### src/design/uart_mem_pkg.sv
// serial memory monitor
// shared types

package uart_mem_pkg;

    // one data byte on the serial line or in memory
    typedef logic [7:0] byte_t;

    // host command bytes
    typedef enum logic [7:0] {
        cmd_write = 8'h57,  // 'W'
        cmd_read  = 8'h52   // 'R'
    } cmd_t;

    // loader frame stages
    typedef enum logic [2:0] {
        idle,        // waiting for a command byte
        addr_hi,
        addr_lo,
        length,
        write_data,  // one memory write per received byte
        read_fetch,  // memory read request
        read_send,   // latch read data, then start tx
        read_wait    // until tx goes idle
    } stage_t;

    // memory request, valid while en is high
    typedef struct packed {
        logic        en;
        logic        we;
        logic [15:0] addr;   // full protocol address
        byte_t       wdata;
    } mem_req_t;

endpackage

### src/design/uart_rx.sv
// 8N1 uart receiver

module uart_rx #(
    parameter int clks_per_bit = 8
) (
    input  logic                clk,
    input  logic                rst,
    input  logic                rx,
    output uart_mem_pkg::byte_t rx_data,
    output logic                rx_stb,
    output logic                rx_err
);

    localparam int cnt_w = (clks_per_bit > 1) ? $clog2(clks_per_bit) : 1;
    localparam logic [cnt_w-1:0] full_cnt = cnt_w'(clks_per_bit - 1);
    localparam logic [cnt_w-1:0] half_cnt = cnt_w'(clks_per_bit / 2 - 1);

    typedef enum logic [1:0] {
        st_idle,
        st_start,
        st_bits,
        st_stop
    } rx_state_t;

    rx_state_t           state;
    logic [2:0]          sync;     // two sync flops plus one of history
    logic                rx_s;
    logic                rx_fall;
    logic [cnt_w-1:0]    cnt;
    logic [2:0]          bit_idx;
    uart_mem_pkg::byte_t shreg;
    logic                sample;

    assign rx_s    = sync[1];
    assign rx_fall = sync[2] & ~sync[1];                  // start bit leading edge
    assign sample  = (state == st_bits) && (cnt == full_cnt);
    assign rx_data = shreg;

    always_ff @(posedge clk) begin
        if (rst) begin
            sync <= 3'b111;                               // line idles high
        end else begin
            sync <= {sync[1:0], rx};
        end
    end

    always_ff @(posedge clk) begin
        if (rst) begin
            state   <= st_idle;
            cnt     <= '0;
            bit_idx <= '0;
            rx_stb  <= 1'b0;
            rx_err  <= 1'b0;
        end else begin
            rx_stb <= 1'b0;
            rx_err <= 1'b0;
            case (state)
                st_idle: begin
                    cnt <= '0;
                    if (rx_fall) begin
                        state <= st_start;
                    end
                end
                st_start: begin
                    if (cnt == half_cnt) begin
                        cnt     <= '0;
                        bit_idx <= '0;
                        state   <= rx_s ? st_idle : st_bits;  // reject glitches
                    end else begin
                        cnt <= cnt + 1'b1;
                    end
                end
                st_bits: begin
                    if (cnt == full_cnt) begin
                        cnt     <= '0;
                        bit_idx <= bit_idx + 1'b1;
                        if (bit_idx == 3'd7) begin
                            state <= st_stop;
                        end
                    end else begin
                        cnt <= cnt + 1'b1;
                    end
                end
                st_stop: begin
                    if (cnt == full_cnt) begin
                        state  <= st_idle;                // mid stop bit
                        rx_stb <= rx_s;
                        rx_err <= ~rx_s;
                    end else begin
                        cnt <= cnt + 1'b1;
                    end
                end
                default: state <= st_idle;
            endcase
        end
    end

    // lsb arrives first
    always_ff @(posedge clk) begin
        if (sample) begin
            shreg <= {rx_s, shreg[7:1]};
        end
    end

    // one strobe per character, only after all eight data samples
    a_stb_err_excl: assert property (@(posedge clk) disable iff (rst)
        (rx_stb || rx_err) |-> !(rx_stb && rx_err) && bit_idx == 3'd0);

endmodule

### config.mk
export PLATFORM = sky130hd
export DESIGN_NAME = uart_rx
export DESIGN_NICKNAME = d
export VERILOG_FILES = /design/src/design/uart_mem_pkg.sv /design/src/design/uart_rx.sv
export SDC_FILE = /design/constraint.sdc
export NUM_CORES = 1
export LEC_CHECK = 0
export BUFFER_PORTS_ARGS = -buffer_cell sky130_fd_sc_hd__buf_2
export CAP_MARGIN = 30
export CORE_MARGIN = 8
export CORE_UTILIZATION = 45
export CTS_CLUSTER_DIAMETER = 40
export CTS_CLUSTER_SIZE = 25
export DETAILED_ROUTE_END_ITERATION = 6
export PLACE_DENSITY = 0.65
export SYNTH_ARGS = -nofsm -noshare
export SYNTH_HDL_FRONTEND = slang
export SYNTH_SLANG_ARGS = --single-unit
### constraint.sdc
create_clock -name clk -period 1.55 [get_ports clk]
set_input_delay 0.155 -clock clk [delete_from_list [all_inputs] [get_ports clk]]
set_output_delay 0.155 -clock clk [all_outputs]
set_load 0.01 [all_outputs]
==> impl_results.md <==
* Status: finished clean
* WP data required at about 1.7 ns
* Setup CP Type: flip-flop to flip-flop
* Post-Syn Area per Cell at 11.72 µm²
* Final #Nets at about 100
* Reg2Reg Depth at 5
* Max Root-Sink Buffers at 2
* Mapped Cells at a little under 80
* Hold endpoint: sync[0]$_SDFF_PP1_
* Area occupied by multi-input gates at between 300 and 400 µm²
* Min cycle time layout at roughly 1.5 ns
* Slew Viols, Final at 0
* Worst hold stages at 2
* Site Rows at 16
* CTS root buf: clkbuf_4
* Htree depth at 1
* Final hold vios at 0
* Die W at 61.36 µm
* Post-DP HPWL at around 1.2 mm
* Number of buffers added on ports at 12
* Worst Path Arrival at between 1.5 and 2 ns
* Fillers at 195
* Clk_lat worst skew at just under 0.3 ns
* Worst Hold Class: input port to flip-flop
* Met3 Use GR at between 2 and 3%
* Power consumption at 0.8567 mW
* Pleak at slightly below 0.4 nW
* Sum of negative setup slack at 0 ns
* CTS Sinks at 21
* IO Pins at 13
* Initial drt markers at 10
* Initial Util at a little under half
* Most common cell after layout, fill and taps aside: dfxtp_1
* Hold path startpoint: rx
* FF-to-FF Start: cnt[0]$_SDFFE_PP0P_
* CP Max Fanout at 9
* GRT busiest layer: met2
* CP startpoint kind: flip-flop
* Num CTS Buffers at 3
* DR vias at 614
* Post-route clock period utilization at between 90% and 100%
* Achievable frequency at approximately 670 MHz
* Initial antenna violation count at 0
* Syn. warnings at 0
* Worst R2R End: bit_idx[0]$_SDFFE_PP0P_
* ANT nets after route at 0
* Vias per cell at 5.160
* Design area at 1036 µm²
* Worst rel slew slack at between 60% and 70%
* Setup Viol. Count Final at 0
* Global Route met2 Usage at between 10 and 15%
* Area delta synth->final at 11.89%
* DIE AREA at 3765 µm²
* Clock Skew at 0.003583 ns
* Worst-margin pin slew at around 0.6 ns
* Gpl congestion at a little over 0.7
* Crit path capture type: flip-flop
* Remaining Overflow, GRT at 0
* GR Util met1 at 11.34%
* Vias in the first global route at roughly 580
* Post-synthesis sequential area ratio at 54.05%
* CTS tree: yes
* Register area at roughly 500 µm²
* Wirelength per Cell at 13.51 µm
* Clock-pin slew on the worst setup and hold paths at ~0.11 ns
* Placed instance area at approximately 1000 µm²
* Die height at 61.36 µm
* PwrDens at a little over 800 nW/µm²
* Global-route wire length before repair at ~2.6 mm
* RSZ-0062 raised after global routing: yes
* Diodes inserted at 0
* GR Util All Layers at under 10%
* DRC at 0
* # Max-Cap Violations at 0
* Final wirelength at 1.608 mm
* Synth cell types at 27
* Layout cells sized above 1 at a little under a third
* Worst-case hold slack at ~0.044 ns
* Commonest non-fill, non-tap cells in the layout: dfxtp_1 (13), buf_2 (12), edfxtp_1 (8)
* Peak VDD IR at about 0.57 mV
* Initial DRT Pass Iterations at 3
* Total core area at around 2000 µm²
* R2R setup slack at around 0.059 ns
* Largest net degree at the start of global routing at 21
* Mapped Nets at 89
* #FFs+latches synth at 21
* Mapped Area at 925.9 µm²
-- worst max-delay path: stages, from the launching register on --
cell and delay [ns]:
dfxtp_1 0.38, ha_2 0.23, ha_2 0.28, nand2_1 0.09
nor3b_1 0.28, a2111oi_2 0.08
-- state kept, by name, indices dropped and copies added, names as in the netlist, named ones only --
name	cells
rx_err	1
cnt	3
state	1
rx_data	8
sync	3
bit_idx	3
rx_stb	1
-- synthesized netlist by cell type, drive strengths merged --
library cell	count	area, µm²
dfxtp	13	260.3
edfxtp	8	240.2
ha	7	87.58
nand2	6	25.03
a21oi	5	25.02
buf	5	36.28
nor3b	5	37.54
nand3b	4	30.03
or2	3	18.77
a211oi	2	15.01
a311oi	2	17.52
and3b	2	17.52
inv	2	7.510
nand3	2	10.01
nand4	2	12.51
nand4b	2	17.52
nor2	2	7.510
a2111oi	1	15.01
a31oi	1	6.260
and3	1	6.260
clkbuf	1	3.750
nand2b	1	13.76
nor4bb	1	10.01
o21ai	1	5.000
-- worst max path at each step --
stage,start,endpoint,depth (start not counted),slack [ns]
2_1_floorplan,cnt[0]$_SDFFE_PP0P_,rx_data[0]$_DFFE_PP_,3,0.13
3_3_place_gp,cnt[0]$_SDFFE_PP0P_,bit_idx[0]$_SDFFE_PP0P_,5,0.09
3_5_place_dp,cnt[0]$_SDFFE_PP0P_,bit_idx[0]$_SDFFE_PP0P_,5,-0.04
4_1_cts,cnt[0]$_SDFFE_PP0P_,rx_data[0]$_DFFE_PP_,3,0.0003
5_1_grt,cnt[0]$_SDFFE_PP0P_,cnt[0]$_SDFFE_PP0P_,6,-0.02
6_report,cnt[0]$_SDFFE_PP0P_,bit_idx[0]$_SDFFE_PP0P_,5,0.06
-- what timing repair did --
item / in CTS / in global routing
hold buffers: 0 / 0
resized for setup: 1 / 2
setup endpoints to repair: 9 / 11
buffers inserted: 0 / 0
-- where the power goes --
| group | internal (mW) | switching, mW | total [mW] |
|---|---|---|---|
| clock network | 0.0958 | 0.155 | 0.251 |
| logic | 0.0117 | 0.00962 | 0.0213 |
| registers | 0.575 | 0.0101 | 0.585 |
| total | 0.682 | 0.175 | 0.857 |
-- final cells by class --
cell class | count | share of cell area [%]
clock buffers | 3 | 2.174
clock inverters | 1 | 0.4831
inverters | 2 | 0.7246
multi-input cells | 50 | 37.08
flip-flops and latches | 21 | 48.31
well taps | 27 | 3.261
repair buffers | 15 | 7.971
-- logic make-up after synthesis --
group | share of synthesized area [%]
simple gates | 22.30
compound gates | 9.053
flops | 54.05
fa+ha+maj | 9.459
buf+inv | 5.135
-- metrics by stage --
stage / worst slack, ns / utilization [%] / cells
floorplan: 0.1271 / - / 79
global placement: 0.09337 / 51.08 / 115
detailed placement: -0.04288 / 51.08 / 115
CTS: 0.0003390 / 52.61 / 119
global route: -0.02156 / 52.81 / 119
finish: 0.05918 / 52.81 / 119
-- metal layers --
layer | vias up | routed length, µm
met1 | 288 | 811
met5 | - | 0
met4 | 0 | 9
met2 | 7 | 741
met3 | 2 | 45
li1 | 317 | -
No activity file was read; power rests on OpenSTA's default activity.
