--- src/design/uart_mem_pkg.sv ---
// serial memory monitor
// shared types

package uart_mem_pkg;

    // one data byte on the serial line or in memory
    typedef logic [7:0] byte_t;

    // host command bytes
    typedef enum logic [7:0] {
        cmd_write = 8'h57,  // 'W'
        cmd_read  = 8'h52   // 'R'
    } cmd_t;

    // loader frame stages
    typedef enum logic [2:0] {
        idle,        // waiting for a command byte
        addr_hi,
        addr_lo,
        length,
        write_data,  // one memory write per received byte
        read_fetch,  // memory read request
        read_send,   // latch read data, then start tx
        read_wait    // until tx goes idle
    } stage_t;

    // memory request, valid while en is high
    typedef struct packed {
        logic        en;
        logic        we;
        logic [15:0] addr;   // full protocol address
        byte_t       wdata;
    } mem_req_t;

endpackage

--- src/design/mem_loader.sv ---
// frame parser and memory sequencer
// handles write and read command frames

module mem_loader (
    input  logic                   clk,
    input  logic                   rst,
    input  uart_mem_pkg::byte_t    rx_data,
    input  logic                   rx_stb,
    input  logic                   rx_err,
    output uart_mem_pkg::mem_req_t mem_req,
    input  uart_mem_pkg::byte_t    mem_rdata,
    output uart_mem_pkg::byte_t    tx_data,
    output logic                   tx_start,
    input  logic                   tx_busy,
    output logic                   frame_err
);

    uart_mem_pkg::stage_t stage;
    uart_mem_pkg::cmd_t   cmd_q;
    logic [15:0]          addr_q;     // wraps mod memory depth downstream
    uart_mem_pkg::byte_t  len_q;      // bytes left in frame
    logic                 armed;      // read data latched, ready to send
    uart_mem_pkg::byte_t  tx_q;
    logic                 known_cmd;

    assign known_cmd = (rx_data == uart_mem_pkg::cmd_write) ||
                       (rx_data == uart_mem_pkg::cmd_read);

    // requests come straight from the stage
    always_comb begin
        mem_req       = '0;
        mem_req.addr  = addr_q;
        mem_req.wdata = rx_data;
        if (stage == uart_mem_pkg::write_data && rx_stb) begin
            mem_req.en = 1'b1;
            mem_req.we = 1'b1;
        end
        if (stage == uart_mem_pkg::read_fetch) begin
            mem_req.en = 1'b1;
        end
    end

    assign tx_start = (stage == uart_mem_pkg::read_send) && armed && !tx_busy;
    assign tx_data  = tx_q;

    always_ff @(posedge clk) begin
        if (rst) begin
            stage     <= uart_mem_pkg::idle;
            cmd_q     <= uart_mem_pkg::cmd_write;
            addr_q    <= '0;
            len_q     <= '0;
            armed     <= 1'b0;
            frame_err <= 1'b0;
        end else begin
            frame_err <= rx_err;
            if (rx_err) begin
                stage <= uart_mem_pkg::idle;                 // abandon the frame
                armed <= 1'b0;
            end else begin
                case (stage)
                    uart_mem_pkg::idle: begin
                        if (rx_stb && known_cmd) begin
                            cmd_q <= uart_mem_pkg::cmd_t'(rx_data);
                            stage <= uart_mem_pkg::addr_hi;
                        end
                    end
                    uart_mem_pkg::addr_hi: begin
                        if (rx_stb) begin
                            addr_q[15:8] <= rx_data;
                            stage        <= uart_mem_pkg::addr_lo;
                        end
                    end
                    uart_mem_pkg::addr_lo: begin
                        if (rx_stb) begin
                            addr_q[7:0] <= rx_data;
                            stage       <= uart_mem_pkg::length;
                        end
                    end
                    uart_mem_pkg::length: begin
                        if (rx_stb) begin
                            len_q <= rx_data;
                            if (rx_data == '0) begin
                                stage <= uart_mem_pkg::idle;     // empty frame
                            end else if (cmd_q == uart_mem_pkg::cmd_write) begin
                                stage <= uart_mem_pkg::write_data;
                            end else begin
                                stage <= uart_mem_pkg::read_fetch;
                            end
                        end
                    end
                    uart_mem_pkg::write_data: begin
                        if (rx_stb) begin
                            addr_q <= addr_q + 16'd1;
                            len_q  <= len_q - 8'd1;
                            if (len_q == 8'd1) begin
                                stage <= uart_mem_pkg::idle;
                            end
                        end
                    end
                    uart_mem_pkg::read_fetch: begin
                        addr_q <= addr_q + 16'd1;
                        stage  <= uart_mem_pkg::read_send;
                    end
                    uart_mem_pkg::read_send: begin
                        if (!armed) begin
                            armed <= 1'b1;                       // rdata latched this cycle
                        end else if (!tx_busy) begin
                            armed <= 1'b0;
                            len_q <= len_q - 8'd1;
                            if (len_q == 8'd1) begin
                                stage <= uart_mem_pkg::idle;
                            end else begin
                                stage <= uart_mem_pkg::read_wait;
                            end
                        end
                    end
                    uart_mem_pkg::read_wait: begin
                        if (!tx_busy) begin
                            stage <= uart_mem_pkg::read_fetch;   // byte on the wire done
                        end
                    end
                    default: stage <= uart_mem_pkg::idle;
                endcase
            end
        end
    end

    // read data byte for the transmitter
    always_ff @(posedge clk) begin
        if (stage == uart_mem_pkg::read_send && !armed) begin
            tx_q <= mem_rdata;
        end
    end

    // writes only inside a write frame with bytes still owed
    a_we_in_write: assert property (@(posedge clk) disable iff (rst)
        (mem_req.en && mem_req.we) |-> stage == uart_mem_pkg::write_data &&
            cmd_q == uart_mem_pkg::cmd_write && len_q != '0);

    // each send follows its fetch by two cycles
    a_start_in_send: assert property (@(posedge clk) disable iff (rst)
        tx_start |-> stage == uart_mem_pkg::read_send &&
            $past(stage, 2) == uart_mem_pkg::read_fetch);

endmodule

--- config.mk ---
export PLATFORM = sky130hd
export DESIGN_NAME = mem_loader
export DESIGN_NICKNAME = d
export VERILOG_FILES = /design/src/design/uart_mem_pkg.sv /design/src/design/mem_loader.sv
export SDC_FILE = /design/constraint.sdc
export NUM_CORES = 1
export LEC_CHECK = 0
export BUFFER_PORTS_ARGS = -buffer_cell sky130_fd_sc_hd__buf_2
export CORE_UTILIZATION = 45
export DETAILED_ROUTE_END_ITERATION = 6
export PLACE_DENSITY = 0.67
export SLEW_MARGIN = 0
export SYNTH_ARGS = -nofsm -noshare
export SYNTH_HDL_FRONTEND = slang
export SYNTH_SLANG_ARGS = --single-unit
--- constraint.sdc ---
create_clock -name clk -period 2.64 [get_ports clk]
set_clock_uncertainty 0.1 [all_clocks]
set_input_delay 0.264 -clock clk [delete_from_list [all_inputs] [get_ports clk]]
set_output_delay 0.264 -clock clk [all_outputs]
set_load 0.005 [all_outputs]
==> flow_summary.toml <==
[run_status]
status = "completed"

[grt]
grt_use_total = 0.216
grt_max_degree = 35
antenna_found_initial = 0
grt_pass1_wl_um = 10300
grt_pass1_vias = 2130
gr-total-overflow = 0

[detailed_routing]
ant_nets = 0
drt_pass1_iterations = 5
route.detailed.drc = 0
vias = 2419
drtIter0Drc = 186
wire_per_inst_um = 14.6
viasPerCell = 5.75
wirelength_um = 6160

[die]
num_rows = 26
fp.dieH_um = 76.7
die_area_um2 = 5890
die_x_um = 76.7
coreArea_um2 = 5240
pin_count = 57
start_util = 0.480

[yosys]
yosys.area.top_type_share = 0.295
synth_fp_nets = 335
synth_warnings = 0
synth-seq-cells = 45
synth.distinct_cells = 55
synth_area_um2 = 2510
synthTopCellsByCount = "dfxtp_1 (37), nand2_1 (34), a21oi_1 (30)"
yosysSeqAreaShare = 0.390
yosysMostFrequentCell = "dfxtp_1"
synth_cells = 311
async_flop_share = 0
synth_area_per_cell_um2 = 8.08
synthTopCellsByArea = "dfxtp_1 (29%), edfxtp_1 (9.6%), a21oi_1 (6.0%)"
yosys.area.top_type = "dfxtp_1"
synth_edf_count = 8
synth_ff_type = "dfxtp_1"

[critical_path]
cp.arrival_ps = 1820
worstPathMaxFanout = 13
cp-start-kind = "flip-flop"
timing.rr.start = "stage[1]"
worst-r2r-setup-slack_ps = 500
setup.worst_path.class = "flip-flop to output port"
cp-end-kind = "output port"
rr_endpoint = "addr_q[5]"
worst_r2r_path_depth = 5
crit_required_ps = 2280

[worst_hold_path]
whs_endpoint = "tx_data[3]"
hp-class = "input pin to flip-flop"
holdPathStages = 1
holdCritStartpoint = "mem_rdata[3]"

[clocking]
cts_made_buffers = 5
cts_hold_buf = 0
clockBufferDepth = 2
postCtsSetupBuffers = 0
htreeDepth = 2
cts_tree = "done"
clkSinkCount = 45
clk_latency_ps = 290
path_clk_slew_ps = 90
ctsResizeCount = 0
cts-root-buf = "clkbuf_8"

[cells_and_area]
diodes = 0
area_growth_pct = 13.2
drive_gt1_frac = 0.208
finalNetCount = 374

[timing]
drv_slew = 0
min_period_ps = 2180
setup_viol = 0
grt_setup_unrepaired = "no"
fin_ws_ps = 458
finalHoldViolations = 0
relSlewSlack = 0.542
period_share = 0.827
fmax_mhz = 458
max_slew.worst_pin.slew_ps = 681
tns_ps = 0

[power]
combinationalPowerShare = 0.059
seqPwrFrac = 0.577
pwr-share-clk = 0.364
p_leak_nw = 1.16
power_density_nw_per_um2 = 425
p_int_mw = 0.917
swShare = 0.243
ir_worst_vdd_mv = 0.200
netSwitchingPower_mw = 0.294

[place]
gp_congestion = 0.853
pre_cts_ws_ps = 553
post-dp-hpwl_um = 4350
numPortBuffers = 56

[flow_run]
maxCapViolCount = 0
==> worst max-delay path: stages, from the launching register on <==
cell and delay, ps:
dfxtp_1 590, and2b_1 390, nand2_1 120, nor3b_1 260
buf_2 170
==> cells by family after synthesis <==
family	after synthesis	synth area share
adder cells (fa/ha/maj)	3	0.0149
flip-flops	45	0.390
multiplexers	1	0.00398
buffers and inverters	34	0.0712
XOR/XNOR	1	0.00349
AND/OR/NAND/NOR	129	0.269
AO/OA/AOI/OAI	98	0.247
==> sequential cells by signal (all words and copies together), names as in the netlist <==
signal	flops
addr_q	16
cmd_q	8
len_q	8
tx_data	8
stage	3
armed	1
frame_err	1
==> cell type report <==
| class | count | area, um^2 |
|---|---|---|
| multi-input cells | 232 | 1350 |
| clock buffers | 5 | 68.8 |
| fillers | 498 | 2390 |
| flip-flops and latches | 45 | 981 |
| clock inverters | 3 | 25.0 |
| well taps | 70 | 87.6 |
| inverters | 7 | 26.3 |
| repair buffers | 59 | 303 |
==> stage by stage <==
step / hold WS (ps) / std cells / cell area (um^2) / total power [mW] / util
2_1_floorplan: 263 / 311 / 2510 / 0.753 / -
3_3_place_gp: 332 / 413 / 2750 / 0.786 / 0.525
3_5_place_dp: 330 / 413 / 2750 / 0.785 / 0.525
4_1_cts: 28.3 / 421 / 2840 / 1.22 / 0.543
5_1_grt: 16.6 / 421 / 2840 / 1.26 / 0.543
6_report: 36.9 / 421 / 2840 / 1.21 / 0.543
==> power groups by stage <==
| stage | clock (mW) | sequential (mW) | combinational [mW] |
|---|---|---|---|
| final | 0.441 | 0.698 | 0.0711 |
| after CTS | 0.455 | 0.698 | 0.0715 |
| after detailed placement | 0 | 0.714 | 0.0710 |
| after global routing | 0.484 | 0.699 | 0.0781 |
| after floorplan | 0 | 0.714 | 0.0385 |
| after global placement | 0 | 0.714 | 0.0715 |
==> how the worst max path moves through the flow <==
stage,depth (start not counted),endpoint,slack (ps),start
2_1_floorplan,6,addr_q[14],950,addr_q[3]
3_3_place_gp,4,addr_q[15],600,stage[0]
3_5_place_dp,4,addr_q[15],550,stage[0]
4_1_cts,4,tx_start,450,stage[2]
5_1_grt,5,addr_q[5],260,stage[1]
6_report,4,tx_start,460,stage[2]
==> routing by layer <==
layer,GRT usage,share of wire
met1,0.297,0.47
met3,0.0381,0.061
met2,0.349,0.46
met5,0,0
met4,0.0500,0.0044
==> layout by cell type, fill, tap and decap left out, types with 5 or more instances in the layout <==
cell type / n
a21o_1: 5
o21ai_0: 24
nor2_1: 27
nand3_1: 11
nand2_1: 34
nand4_1: 5
nor3_1: 10
a21oi_1: 30
dfxtp_1: 37
inv_1: 7
buf_2: 56
edfxtp_1: 8
clkbuf_8: 5
and2_1: 12
a31oi_1: 8
Power figures use the tool's default switching activity.
