--- src/design/uart_mem_pkg.sv ---
// serial memory monitor
// shared types

package uart_mem_pkg;

    // one data byte on the serial line or in memory
    typedef logic [7:0] byte_t;

    // host command bytes
    typedef enum logic [7:0] {
        cmd_write = 8'h57,  // 'W'
        cmd_read  = 8'h52   // 'R'
    } cmd_t;

    // loader frame stages
    typedef enum logic [2:0] {
        idle,        // waiting for a command byte
        addr_hi,
        addr_lo,
        length,
        write_data,  // one memory write per received byte
        read_fetch,  // memory read request
        read_send,   // latch read data, then start tx
        read_wait    // until tx goes idle
    } stage_t;

    // memory request, valid while en is high
    typedef struct packed {
        logic        en;
        logic        we;
        logic [15:0] addr;   // full protocol address
        byte_t       wdata;
    } mem_req_t;

endpackage

--- src/design/uart_tx.sv ---
// 8N1 uart transmitter

module uart_tx #(
    parameter int clks_per_bit = 8
) (
    input  logic                clk,
    input  logic                rst,
    input  uart_mem_pkg::byte_t tx_data,
    input  logic                tx_start,
    output logic                tx,
    output logic                tx_busy
);

    localparam int cnt_w = (clks_per_bit > 1) ? $clog2(clks_per_bit) : 1;
    localparam logic [cnt_w-1:0] full_cnt = cnt_w'(clks_per_bit - 1);

    logic [9:0]       shreg;    // stop, data, start
    logic [cnt_w-1:0] cnt;
    logic [3:0]       bit_idx;
    logic             busy;

    assign tx      = shreg[0];
    assign tx_busy = busy;

    always_ff @(posedge clk) begin
        if (rst) begin
            shreg   <= '1;                               // idle high
            cnt     <= '0;
            bit_idx <= '0;
            busy    <= 1'b0;
        end else if (!busy) begin
            if (tx_start) begin
                shreg   <= {1'b1, tx_data, 1'b0};
                cnt     <= '0;
                bit_idx <= '0;
                busy    <= 1'b1;
            end
        end else begin
            if (cnt == full_cnt) begin
                cnt     <= '0;
                shreg   <= {1'b1, shreg[9:1]};           // shift in idle level
                bit_idx <= bit_idx + 1'b1;
                if (bit_idx == 4'd9) begin
                    busy <= 1'b0;                        // end of stop bit
                end
            end else begin
                cnt <= cnt + 1'b1;
            end
        end
    end

    a_no_start_busy: assert property (@(posedge clk) disable iff (rst)
        tx_start |-> !tx_busy);

endmodule

--- config.mk ---
export PLATFORM = sky130hd
export DESIGN_NAME = uart_tx
export DESIGN_NICKNAME = d
export VERILOG_FILES = /design/src/design/uart_mem_pkg.sv /design/src/design/uart_tx.sv
export SDC_FILE = /design/constraint.sdc
export NUM_CORES = 1
export LEC_CHECK = 0
export BUFFER_PORTS_ARGS = -buffer_cell sky130_fd_sc_hd__buf_4
export CAP_MARGIN = 20
export CORE_ASPECT_RATIO = 1.1
export CORE_UTILIZATION = 53
export DETAILED_ROUTE_END_ITERATION = 6
export GPL_ROUTABILITY_DRIVEN = 0
export HOLD_SLACK_MARGIN = 0.12
export PLACE_DENSITY_LB_ADDON = 0.12
export SETUP_SLACK_MARGIN = 0.1
export SLEW_MARGIN = 20
export SYNTH_ARGS = -nofsm -noshare
export SYNTH_HDL_FRONTEND = slang
export SYNTH_SLANG_ARGS = --single-unit
--- constraint.sdc ---
create_clock -name clk -period 2.2 [get_ports clk]
set_clock_uncertainty 0.2 [all_clocks]
set_input_delay 0.11 -clock clk [delete_from_list [all_inputs] [get_ports clk]]
set_output_delay 0.11 -clock clk [all_outputs]
set_load 0.05 [all_outputs]
==> results of run 1 <==
==> registers in the layout, summed over array words and instances (netlist names) <==
signal   flops
tx_busy      1
bit_idx      4
cnt          3
shreg        9
==> metal layers <==
layer,up-vias,part of all wire (%)
met5,-,0
met4,0,1.9
met3,5,2.7
met2,14,51
met1,324,45
li1,375,-
==> synthesized netlist by cell type <==
cell type,instances
a211oi_1,8
a21oi_1,5
a31oi_1,3
and2b_1,5
buf_1,1
buf_2,1
buf_6,3
clkbuf_1,1
clkinv_1,1
dfxtp_1,17
ha_1,4
inv_1,1
mux2_2,1
mux2i_2,1
nand2_1,7
nand2_4,1
nand3_1,1
nand4_1,1
nor2_1,12
nor2b_1,2
nor3_1,3
nor3b_1,3
o21ai_1,1
o21bai_1,8
o32a_1,1
or2_2,1
or3_1,1
==> logic make-up after synthesis <==
logic type               after synthesis  share of synthesized area [%]
adder cells (fa/ha/maj)                4                           5.94
multiplexers                           2                           2.97
flip-flops                            17                           40.4
AND/OR/NAND/NOR                       37                           23.0
AO/OA/AOI/OAI                         26                           21.2
buffers and inverters                  8                           6.39
==> power groups by stage <==
| stage | logic [mW] | registers [mW] | clock network [mW] |
|---|---|---|---|
| final | 0.104 | 0.330 | 0.171 |
| after global routing | 0.114 | 0.332 | 0.190 |
| after CTS | 0.104 | 0.330 | 0.171 |
| after detailed placement | 0.0885 | 0.338 | 0 |
| after global placement | 0.0866 | 0.337 | 0 |
| after floorplan | 0.0548 | 0.346 | 0 |
==> how the worst max path moves through the flow <==
stage                        startpoint                       to  slack, ps  cells past startpoint
floorplan            tx_busy$_SDFF_PP0_  bit_idx[3]$_SDFFE_PP0P_        530                      3
global placement    cnt[0]$_SDFFE_PP0P_  bit_idx[3]$_SDFFE_PP0P_        380                      5
detailed placement  cnt[0]$_SDFFE_PP0P_  bit_idx[3]$_SDFFE_PP0P_        290                      5
CTS                 cnt[0]$_SDFFE_PP0P_  bit_idx[3]$_SDFFE_PP0P_        270                      5
global route        cnt[0]$_SDFFE_PP0P_  bit_idx[3]$_SDFFE_PP0P_        130                      5
finish              cnt[0]$_SDFFE_PP0P_  bit_idx[3]$_SDFFE_PP0P_        290                      5
==> what timing repair did <==
action                    4_1_cts  5_1_grt
hold buffers                   11        0
setup buffers                   0        0
hold endpoints to repair       17        0
==> layout make-up <==
type | count | area share, %
Multi-Input combinational cell | 69 | 42.7
Inverter | 2 | 0.715
Clock buffer | 4 | 2.50
Timing Repair Buffer | 24 | 19.8
Tap cell | 16 | 1.91
Sequential cell | 17 | 32.4
==> metrics by stage <==
| step | setup slack [ps] | total power [mW] | hold WS [ps] | util (%) |
|---|---|---|---|---|
| 6_report | 289 | 0.605 | 265 | 74.0 |
| 5_1_grt | 134 | 0.636 | 291 | 74.0 |
| 4_1_cts | 273 | 0.605 | 265 | 74.0 |
| 3_5_place_dp | 291 | 0.426 | 160 | 64.4 |
| 3_3_place_gp | 377 | 0.424 | 157 | 64.4 |
| 2_1_floorplan | 531 | 0.401 | 63.2 | - |
==> worst max-delay path: stages, from the launching register on <==
cell,delay (ps)
dfxtp_1,340
ha_1,200
ha_1,320
mux2i_2,510
nand2_1,100
a31oi_1,160
==> run_results.csv, run 1 <==
group,metric,value,unit
worst_setup_path,cp.required,2230,ps
timing,fin_tns_setup,0,ps
flow_run,drv_cap,0,
cts,clkLatencyLatePin,290,ps
finish,fin_area,1050,um2
yosys,synthesis.area,842,um2
worst_setup_path,crit_path_max_fanout,10,
cts,cts_tree,"done",
min_path,hold_depth,2,
grt,grt-busiest-layer,"met2",
floorplan,dieArea,1750,um2
worst_setup_path,critPathArrivalTime,1940,ps
worst_setup_path,endpoint_kind,"flip-flop",
worst_setup_path,start_kind,"flip-flop",
min_path,hp-start,"shreg[0]$_SDFFE_PP1P_",
yosys,synth_top_area_share,40.4,%
floorplan,initial_core_util,59.3,%
cts,cts.sinks,17,
timing,max_slew.worst_pin.slew,551,ps
finish,finalNetCount,132,
timing,period_share,86.9,%
cts,numCtsBuffers,3,
route,drtIter0Drc,6,
route,via_per_inst,5.44,
timing,finalSetupViolCount,0,
pwr,p_per_area,576,nW/um2
route,drcViolationCount,0,
cts,ctsResizeCount,0,
worst_setup_path,rrSetupSlack,290,ps
worst_setup_path,crit_type,"flip-flop to flip-flop",
timing,clock.fmax,523,MHz
yosys,synth_area_leaders,"dfxtp_1 40%, a211oi_1 7.1%, o21bai_1 7.1%",
pwr,p_int,0.445,mW
route,routed_wl,1.67,mm
floorplan,io_pins,13,
route,antenna_left,0,
grt,grt_pass1_wl,2.68,mm
pwr,ir_drop,0.480,mV
floorplan,die_h,43.8,um
timing,slew_headroom,62.6,%
grt,grt_max_degree,30,
yosys,synthCells,94,
finish,layout_common_cells,"17 x dfxtp_1, 13 x buf_4, 12 x nor2_1, 11 x dlygate4sd3_1",
min_path,min_path_type,"flip-flop to flip-flop",
grt,met3_usage,4.62,%
run_status,status,"completed",
timing,grt_setup_unrepaired,"false",
finish,fillers,114,
route,wl_per_cell,12.7,um
worst_setup_path,r2r_start,"cnt[0]$_SDFFE_PP0P_",
yosys,yosys.area.top_type,"dfxtp_1",
yosys,synth_cell_types,27,
cts,h-tree-depth,1,
placement,dp_hpwl,1.06,mm
route,first_pass_iters,4,
timing,timing.final.crit_period,1910,ps
finish,layoutNonFillerInstCount,132,
pwr,power_switching,0.159,mW
route,vias,718,
pwr,pwr-share-seq,54.6,%
grt,grt_pass1_vias,668,
finish,final_common_cell,"dfxtp_1",
pwr,power_switching_share,26.3,%
min_path,min_to,"shreg[0]$_SDFFE_PP1P_",
floorplan,core,1420,um2
yosys,ys_seq_area_share,40.4,%
finish,area_growth,24.7,%
grt,antenna_found_initial,0,
finish,final_layout_size_suffix_gt1_share,17.2,%
finish,num_antenna_cells,0,
cts,cts.path.max_buffers,2,
timing,hold_viol,0,
timing,slew_violations,0,
pwr,power_frac_clock,28.2,%
pwr,pwr-share-comb,17.1,%
yosys,syn_nets,109,
grt,grt_overflow,0,
finish,multiInputGateArea,448,um2
cts,clk_pin_slew,100,ps
finish,regArea,340,um2
placement,detailed_place.area,913,um2
yosys,synth-seq-cells,17,
placement,portBuffers,12,
worst_setup_path,r2r_cells,5,
grt,use_met1,24.8,%
floorplan,num_rows,14,
grt,met2_usage,39.4,%
worst_setup_path,regToRegEndpoint,"bit_idx[3]$_SDFFE_PP0P_",
placement,dpl.cell_count,117,
yosys,ys_warn_count,0,
floorplan,die_w,40.0,um
grt,track_usage,22.5,%
yosys,synth.avg_cell_area,8.96,um2
cts,root_buffer,"clkbuf_4",
pwr,leakage,0.450,nW
(Power assumes the default switching activity.)
==> inputs of run 2 (changes only) <==
--- a/config.mk
+++ b/config.mk
@@ -6,9 +6,8 @@
 export NUM_CORES = 1
 export LEC_CHECK = 0
 export BUFFER_PORTS_ARGS = -buffer_cell sky130_fd_sc_hd__buf_4
-export CAP_MARGIN = 20
 export CORE_ASPECT_RATIO = 1.1
-export CORE_UTILIZATION = 53
+export CORE_UTILIZATION = 48
 export DETAILED_ROUTE_END_ITERATION = 6
 export GPL_ROUTABILITY_DRIVEN = 0
 export HOLD_SLACK_MARGIN = 0.12
==> constraint.sdc (replaced) <==
create_clock -name clk -period 1.63 [get_ports clk]
set_clock_uncertainty 0.2 [all_clocks]
set_input_delay 0.0815 -clock clk [delete_from_list [all_inputs] [get_ports clk]]
set_output_delay 0.0815 -clock clk [all_outputs]
set_load 0.05 [all_outputs]
==> run_results.csv, run 2 (synthesis gave the netlist of run 1 again) <==
group,metric,value,unit
grt,grt_max_degree,18,
finish,fillers,119,
finish,reg.largest.list,"shreg: 9 flops, bit_idx: 4 flops, cnt: 3 flops",
timing,grt_setup_unrepaired,"true",
cts,clk_pin_slew,100,ps
timing,hold_viol,0,
grt,track_usage,20.5,%
grt,grt_pass1_wl,2.90,mm
min_path,min_path_type,"flip-flop to flip-flop",
flow_run,drv_cap,0,
timing,slew_violations,0,
worst_setup_path,rrSetupSlack,100,ps
route,via_per_inst,5.41,
timing,max_slew.worst_pin.slew,278,ps
grt,antenna_found_initial,0,
timing,fin_tns_setup,0,ps
worst_setup_path,cp.required,1660,ps
worst_setup_path,r2r_start,"cnt[1]$_SDFFE_PP0P_",
timing,slew_headroom,81.1,%
floorplan,die_w,41.9,um
worst_setup_path,regToRegEndpoint,"bit_idx[3]$_SDFFE_PP0P_",
grt,grt_pass1_vias,678,
finish,finalNetCount,139,
cts,numCtsBuffers,3,
placement,portBuffers,12,
timing,timing.final.crit_period,1530,ps
worst_setup_path,crit_type,"flip-flop to flip-flop",
finish,regArea,347,um2
pwr,leakage,0.493,nW
run_status,status,"completed",
route,first_pass_iters,4,
worst_setup_path,r2r_cells,5,
pwr,ir_drop,0.522,mV
finish,multiInputGateArea,563,um2
route,vias,757,
cts,h-tree-depth,1,
cts,cts.sinks,17,
finish,layout_common_cells,"19 x buf_4, 14 x dfxtp_1, 10 x dlygate4sd3_1, 8 x o21bai_1, 7 x nand2_1",
floorplan,core,1600,um2
cts,cts.path.max_buffers,2,
min_path,hold_depth,2,
worst_setup_path,endpoint,"bit_idx[3]$_SDFFE_PP0P_",
finish,finalCoreUtilization,75.8,%
floorplan,dieArea,1930,um2
finish,area_growth,43.5,%
worst_setup_path,start_kind,"flip-flop",
finish,regMostFlops,"shreg",
route,antenna_left,0,
floorplan,initial_core_util,52.8,%
worst_setup_path,endpoint_kind,"flip-flop",
route,routed_wl,1.87,mm
route,drcViolationCount,0,
finish,num_antenna_cells,0,
timing,clock.fmax,653,MHz
worst_setup_path,crit_path_max_fanout,7,
worst_setup_path,critPathArrivalTime,1560,ps
worst_setup_path,critPathLaunch,"cnt[1]$_SDFFE_PP0P_",
placement,dp_hpwl,1.06,mm
finish,final_common_cell,"buf_4",
grt,grt_overflow,0,
timing,finalSetupViolCount,0,
finish,largest_reg_flops,9,
cts,cts_tree,"done",
floorplan,num_rows,15,
finish,final_layout_size_suffix_gt1_share,35.8,%
route,wl_per_cell,13.4,um
pwr,p_per_area,707,nW/um2
floorplan,die_h,45.9,um
cts,root_buffer,"clkbuf_4",
timing,period_share,93.9,%
route,drtIter0Drc,11,
floorplan,io_pins,13,
cts,clkLatencyLatePin,290,ps
[run 2: cell count changes in the layout (fill, tap and decap cells not counted), moves of 3 or more]
cell | previous run | this run
buf_4 | 13 | 19
a211oi_1 | 8 | 4
a211oi_2 | 0 | 4
dfxtp_1 | 17 | 14
nor2_1 | 12 | 6
nor2_2 | 0 | 5
[run 2: worst min path at each step]
stage                            end                   from  slack (ps)
2_1_floorplan  shreg[8]$_SDFFE_PP1P_             tx_data[7]          30
3_3_place_gp   shreg[8]$_SDFFE_PP1P_             tx_data[7]         120
3_5_place_dp   shreg[8]$_SDFFE_PP1P_             tx_data[7]         150
4_1_cts        shreg[0]$_SDFFE_PP1P_  shreg[0]$_SDFFE_PP1P_         250
5_1_grt        shreg[0]$_SDFFE_PP1P_  shreg[0]$_SDFFE_PP1P_         280
6_report       shreg[0]$_SDFFE_PP1P_  shreg[0]$_SDFFE_PP1P_         250
[run 2: metal layers]
metal / track usage, % / wire length, um / up-vias
li1: - / - / 393
met1: 24.0 / 864 / 349
met2: 35.3 / 932 / 11
met3: 3.57 / 41 / 4
met4: 12.9 / 35 / 0
met5: 0 / 0 / -
[run 2: timing repair]
action | CTS | global route
cloned | 1 | 1
pin swaps | 0 | 1
hold buffers | 10 | 0
buffers inserted | 2 | 2
endpoints found under the hold margin | 17 | 0
gates resized for setup | 0 | 13
endpoints found under the setup margin | 7 | 9
[run 2: through the flow]
stage	instance area [um2]	power (mW)	std cells	worst slack [ps]	hold WS, ps
2_1_floorplan	888	0.548	94	106	34.7
5_1_grt	1210	0.888	140	22.7	277
3_5_place_dp	976	0.588	120	85.1	152
4_1_cts	1130	0.837	137	103	254
6_report	1210	0.855	140	98.6	251
3_3_place_gp	976	0.585	120	136	121
[run 2: critical path: stages, from the launching register on]
cell,delay (ps)
dfxtp_2,360
ha_4,140
ha_4,210
nand2_4,60
or3_1,340
a31oi_1,140
[run 2: power breakdown]
part           leakage [nW]  internal (mW)  switching, mW
Clock                0.0177         0.0914          0.138
Combinational         0.335         0.0913         0.0767
Sequential            0.141          0.435         0.0227
Total                 0.493          0.617          0.237
[run 2: cell type report]
class / count / share of cell area, %
multi-input combinational: 71 / 46.6
sequential: 17 / 28.7
timing repair buffer: 29 / 20.1
clock buffer: 3 / 1.86
tap: 17 / 1.76
inverter: 2 / 0.621
clock inverter: 1 / 0.414
==> inputs of run 3 (changes only) <==
--- a/config.mk
+++ b/config.mk
@@ -5,9 +5,10 @@
 export SDC_FILE = /design/constraint.sdc
 export NUM_CORES = 1
 export LEC_CHECK = 0
+export ABC_AREA = 1
 export BUFFER_PORTS_ARGS = -buffer_cell sky130_fd_sc_hd__buf_4
 export CORE_ASPECT_RATIO = 1.1
-export CORE_UTILIZATION = 48
+export CORE_UTILIZATION = 47
 export DETAILED_ROUTE_END_ITERATION = 6
 export GPL_ROUTABILITY_DRIVEN = 0
 export HOLD_SLACK_MARGIN = 0.12
==> run_results.csv, run 3 <==
group,metric,value,unit
run_status,status,"completed",
pwr,p_total,0.843,mW
timing,layout_setup_ws,167,ps
finish,final_layout_size_suffix_gt1_share,23.1,%
finish,regMostFlops,"shreg",
timing,period_share,89.7,%
placement,dpl_worst_slack,62.5,ps
yosys,synth.avg_cell_area,7.04,um2
floorplan,num_rows,15,
route,via_per_inst,4.82,
yosys,synth-seq-cells,17,
pwr,leakage,0.536,nW
cts,root_buffer,"clkbuf_4",
yosys,synth_top_area_share,42.4,%
worst_setup_path,start_kind,"flip-flop",
route,first_pass_iters,4,
floorplan,die_w,41.4,um
grt,grt_pass1_vias,634,
timing,slew_headroom,79.8,%
finish,fin_area,1090,um2
cts,cts_tree,"done",
finish,layout_common_cells,"44 x nand2_1, 17 x buf_4, 14 x dfxtp_1, 13 x nand3_1, 10 x dlygate4sd3_1",
grt,grt_max_degree,13,
cts,cts.sinks,17,
cts,clkLatencyLatePin,290,ps
floorplan,initial_core_util,50.9,%
timing,slew_violations,0,
placement,dpl.cell_count,143,
grt,track_usage,19.7,%
finish,final_common_cell,"nand2_1",
yosys,synthArstFlopShare,0,%
route,routed_wl,1.70,mm
timing,grt_setup_unrepaired,"false",
worst_setup_path,critPathSlowestCell,"dfxtp_2",
timing,max_slew.worst_pin.slew,303,ps
worst_setup_path,crit_path_max_fanout,5,
finish,area_growth,35.4,%
floorplan,io_pins,13,
yosys,ys_top_cells_by_count,"44 x nand2_1, 17 x dfxtp_1, 13 x nand3_1, 8 x inv_1, 7 x nor2_1",
finish,finalCoreUtilization,68.9,%
floorplan,dieArea,1880,um2
worst_setup_path,critPathArrivalTime,1500,ps
route,antenna_left,0,
grt,antenna_found_initial,0,
worst_setup_path,endpoint_kind,"flip-flop",
worst_setup_path,crit_buf_inv,1,
cts,clk_pin_slew,100,ps
cts,h-tree-depth,1,
yosys,synth_ff_type,"dfxtp_1",
timing,hold_viol,0,
worst_setup_path,crit_type,"flip-flop to flip-flop",
finish,num_antenna_cells,0,
yosys,ys_seq_area_share,42.4,%
grt,grt_overflow,0,
yosys,syn_nets,129,
finish,finalNetCount,159,
floorplan,die_h,45.3,um
worst_setup_path,cp_cell_sequence,"ha_1, ha_2, nand2_4, buf_6, or2_0, a21oi_1",
yosys,synthCells,114,
pwr,p_per_area,776,nW/um2
placement,detailed_place.area,916,um2
timing,finalSetupViolCount,0,
cts,numCtsBuffers,3,
worst_setup_path,crit_path_max_incr_delay,350,ps
yosys,synthesis.area,802,um2
min_path,min_path_type,"flip-flop to flip-flop",
route,vias,771,
yosys,ys_warn_count,0,
route,wl_per_cell,10.6,um
yosys,synth_area_leaders,"dfxtp_1 42%, nand2_1 21%, nand3_1 8.1%",
finish,layoutNonFillerInstCount,160,
yosys,synth_most_common_cell,"nand2_1",
yosys,synth_cell_types,16,
timing,whs,264,ps
grt,grt_pass1_wl,2.48,mm
cts,cts.path.max_buffers,2,
yosys,yosys.area.top_type,"dfxtp_1",
route,drtIter0Drc,14,
timing,clock.fmax,684,MHz
placement,dp_hpwl,1.11,mm
worst_setup_path,cp.required,1660,ps
pwr,ir_drop,0.647,mV
timing,timing.final.crit_period,1460,ps
finish,reg.largest.list,"shreg: 9 flops, bit_idx: 4 flops, cnt: 3 flops",
route,drcViolationCount,0,
worst_setup_path,critPathTopFamily,"flip-flops",
flow_run,drv_cap,0,
placement,portBuffers,12,
timing,fin_tns_setup,0,ps
yosys,synth_edf_count,0,
floorplan,core,1580,um2
finish,largest_reg_flops,9,
[run 3: cell types whose count changed in the layout (fill, tap and decap cells not counted), moves of 3 or more]
cell / change
nand2_1: +37
nand3_1: +12
o21bai_1: -8
inv_1: +7
and2b_1: -5
nor2_2: -5
a211oi_1: -4
a211oi_2: -4
a31oi_1: -3
nor3b_1: -3
o21ai_0: +3
[run 3: final timing paths]
kind / end / start / slack [ps] / cells after the start
max reg2reg: bit_idx[1]$_SDFFE_PP0P_ / cnt[1]$_SDFFE_PP0P_ / 170 / 6
min: shreg[1]$_SDFFE_PP1P_ / shreg[1]$_SDFFE_PP1P_ / 260 / 2
min reg2reg: shreg[1]$_SDFFE_PP1P_ / shreg[1]$_SDFFE_PP1P_ / 260 / 2
max: bit_idx[1]$_SDFFE_PP0P_ / cnt[1]$_SDFFE_PP0P_ / 170 / 6
[run 3: layout make-up]
cell class	count	area, um2
Clock buffer	4	26.3
Fill cell	148	490
Inverter	10	40.0
Multi-Input combinational cell	84	415
Sequential cell	17	344
Tap cell	17	21.3
Timing Repair Buffer	28	239
[run 3: per-layer routing]
metal / share of wire [%] / global-route usage, % / vias up
met2: 50 / 33.8 / 16
li1: - / - / 418
met1: 45 / 23.8 / 335
met5: 0 / 0 / -
met3: 3.0 / 2.96 / 2
met4: 1.5 / 7.74 / 0
[run 3: cell families after synthesis]
logic type / after synthesis / synth area share, %
flip-flops: 17 / 42.4
AO/OA/AOI/OAI: 10 / 7.64
buffers and inverters: 13 / 7.33
adder cells (fa/ha/maj): 4 / 6.24
AND/OR/NAND/NOR: 70 / 36.4
[run 3: power by group]
part / internal [mW] / switching, mW / leakage [nW]
combinational: 0.0744 / 0.0834 / 0.380
sequential: 0.440 / 0.0148 / 0.141
clock: 0.0953 / 0.135 / 0.0150
[run 3: worst min-delay path, delay by kind of cell, from the launching register on]
family           cells  cell delay [ps]
DFF                  1              340
and+or+nand+nor      2              100
[run 3: what timing repair did]
item                       in CTS  in global routing
hold buffers                   10                  0
buffers inserted                1                  2
setup endpoints to repair      10                 11
pin swaps                       0                  2
resized for setup               4                  3
hold endpoints to repair       17                  0
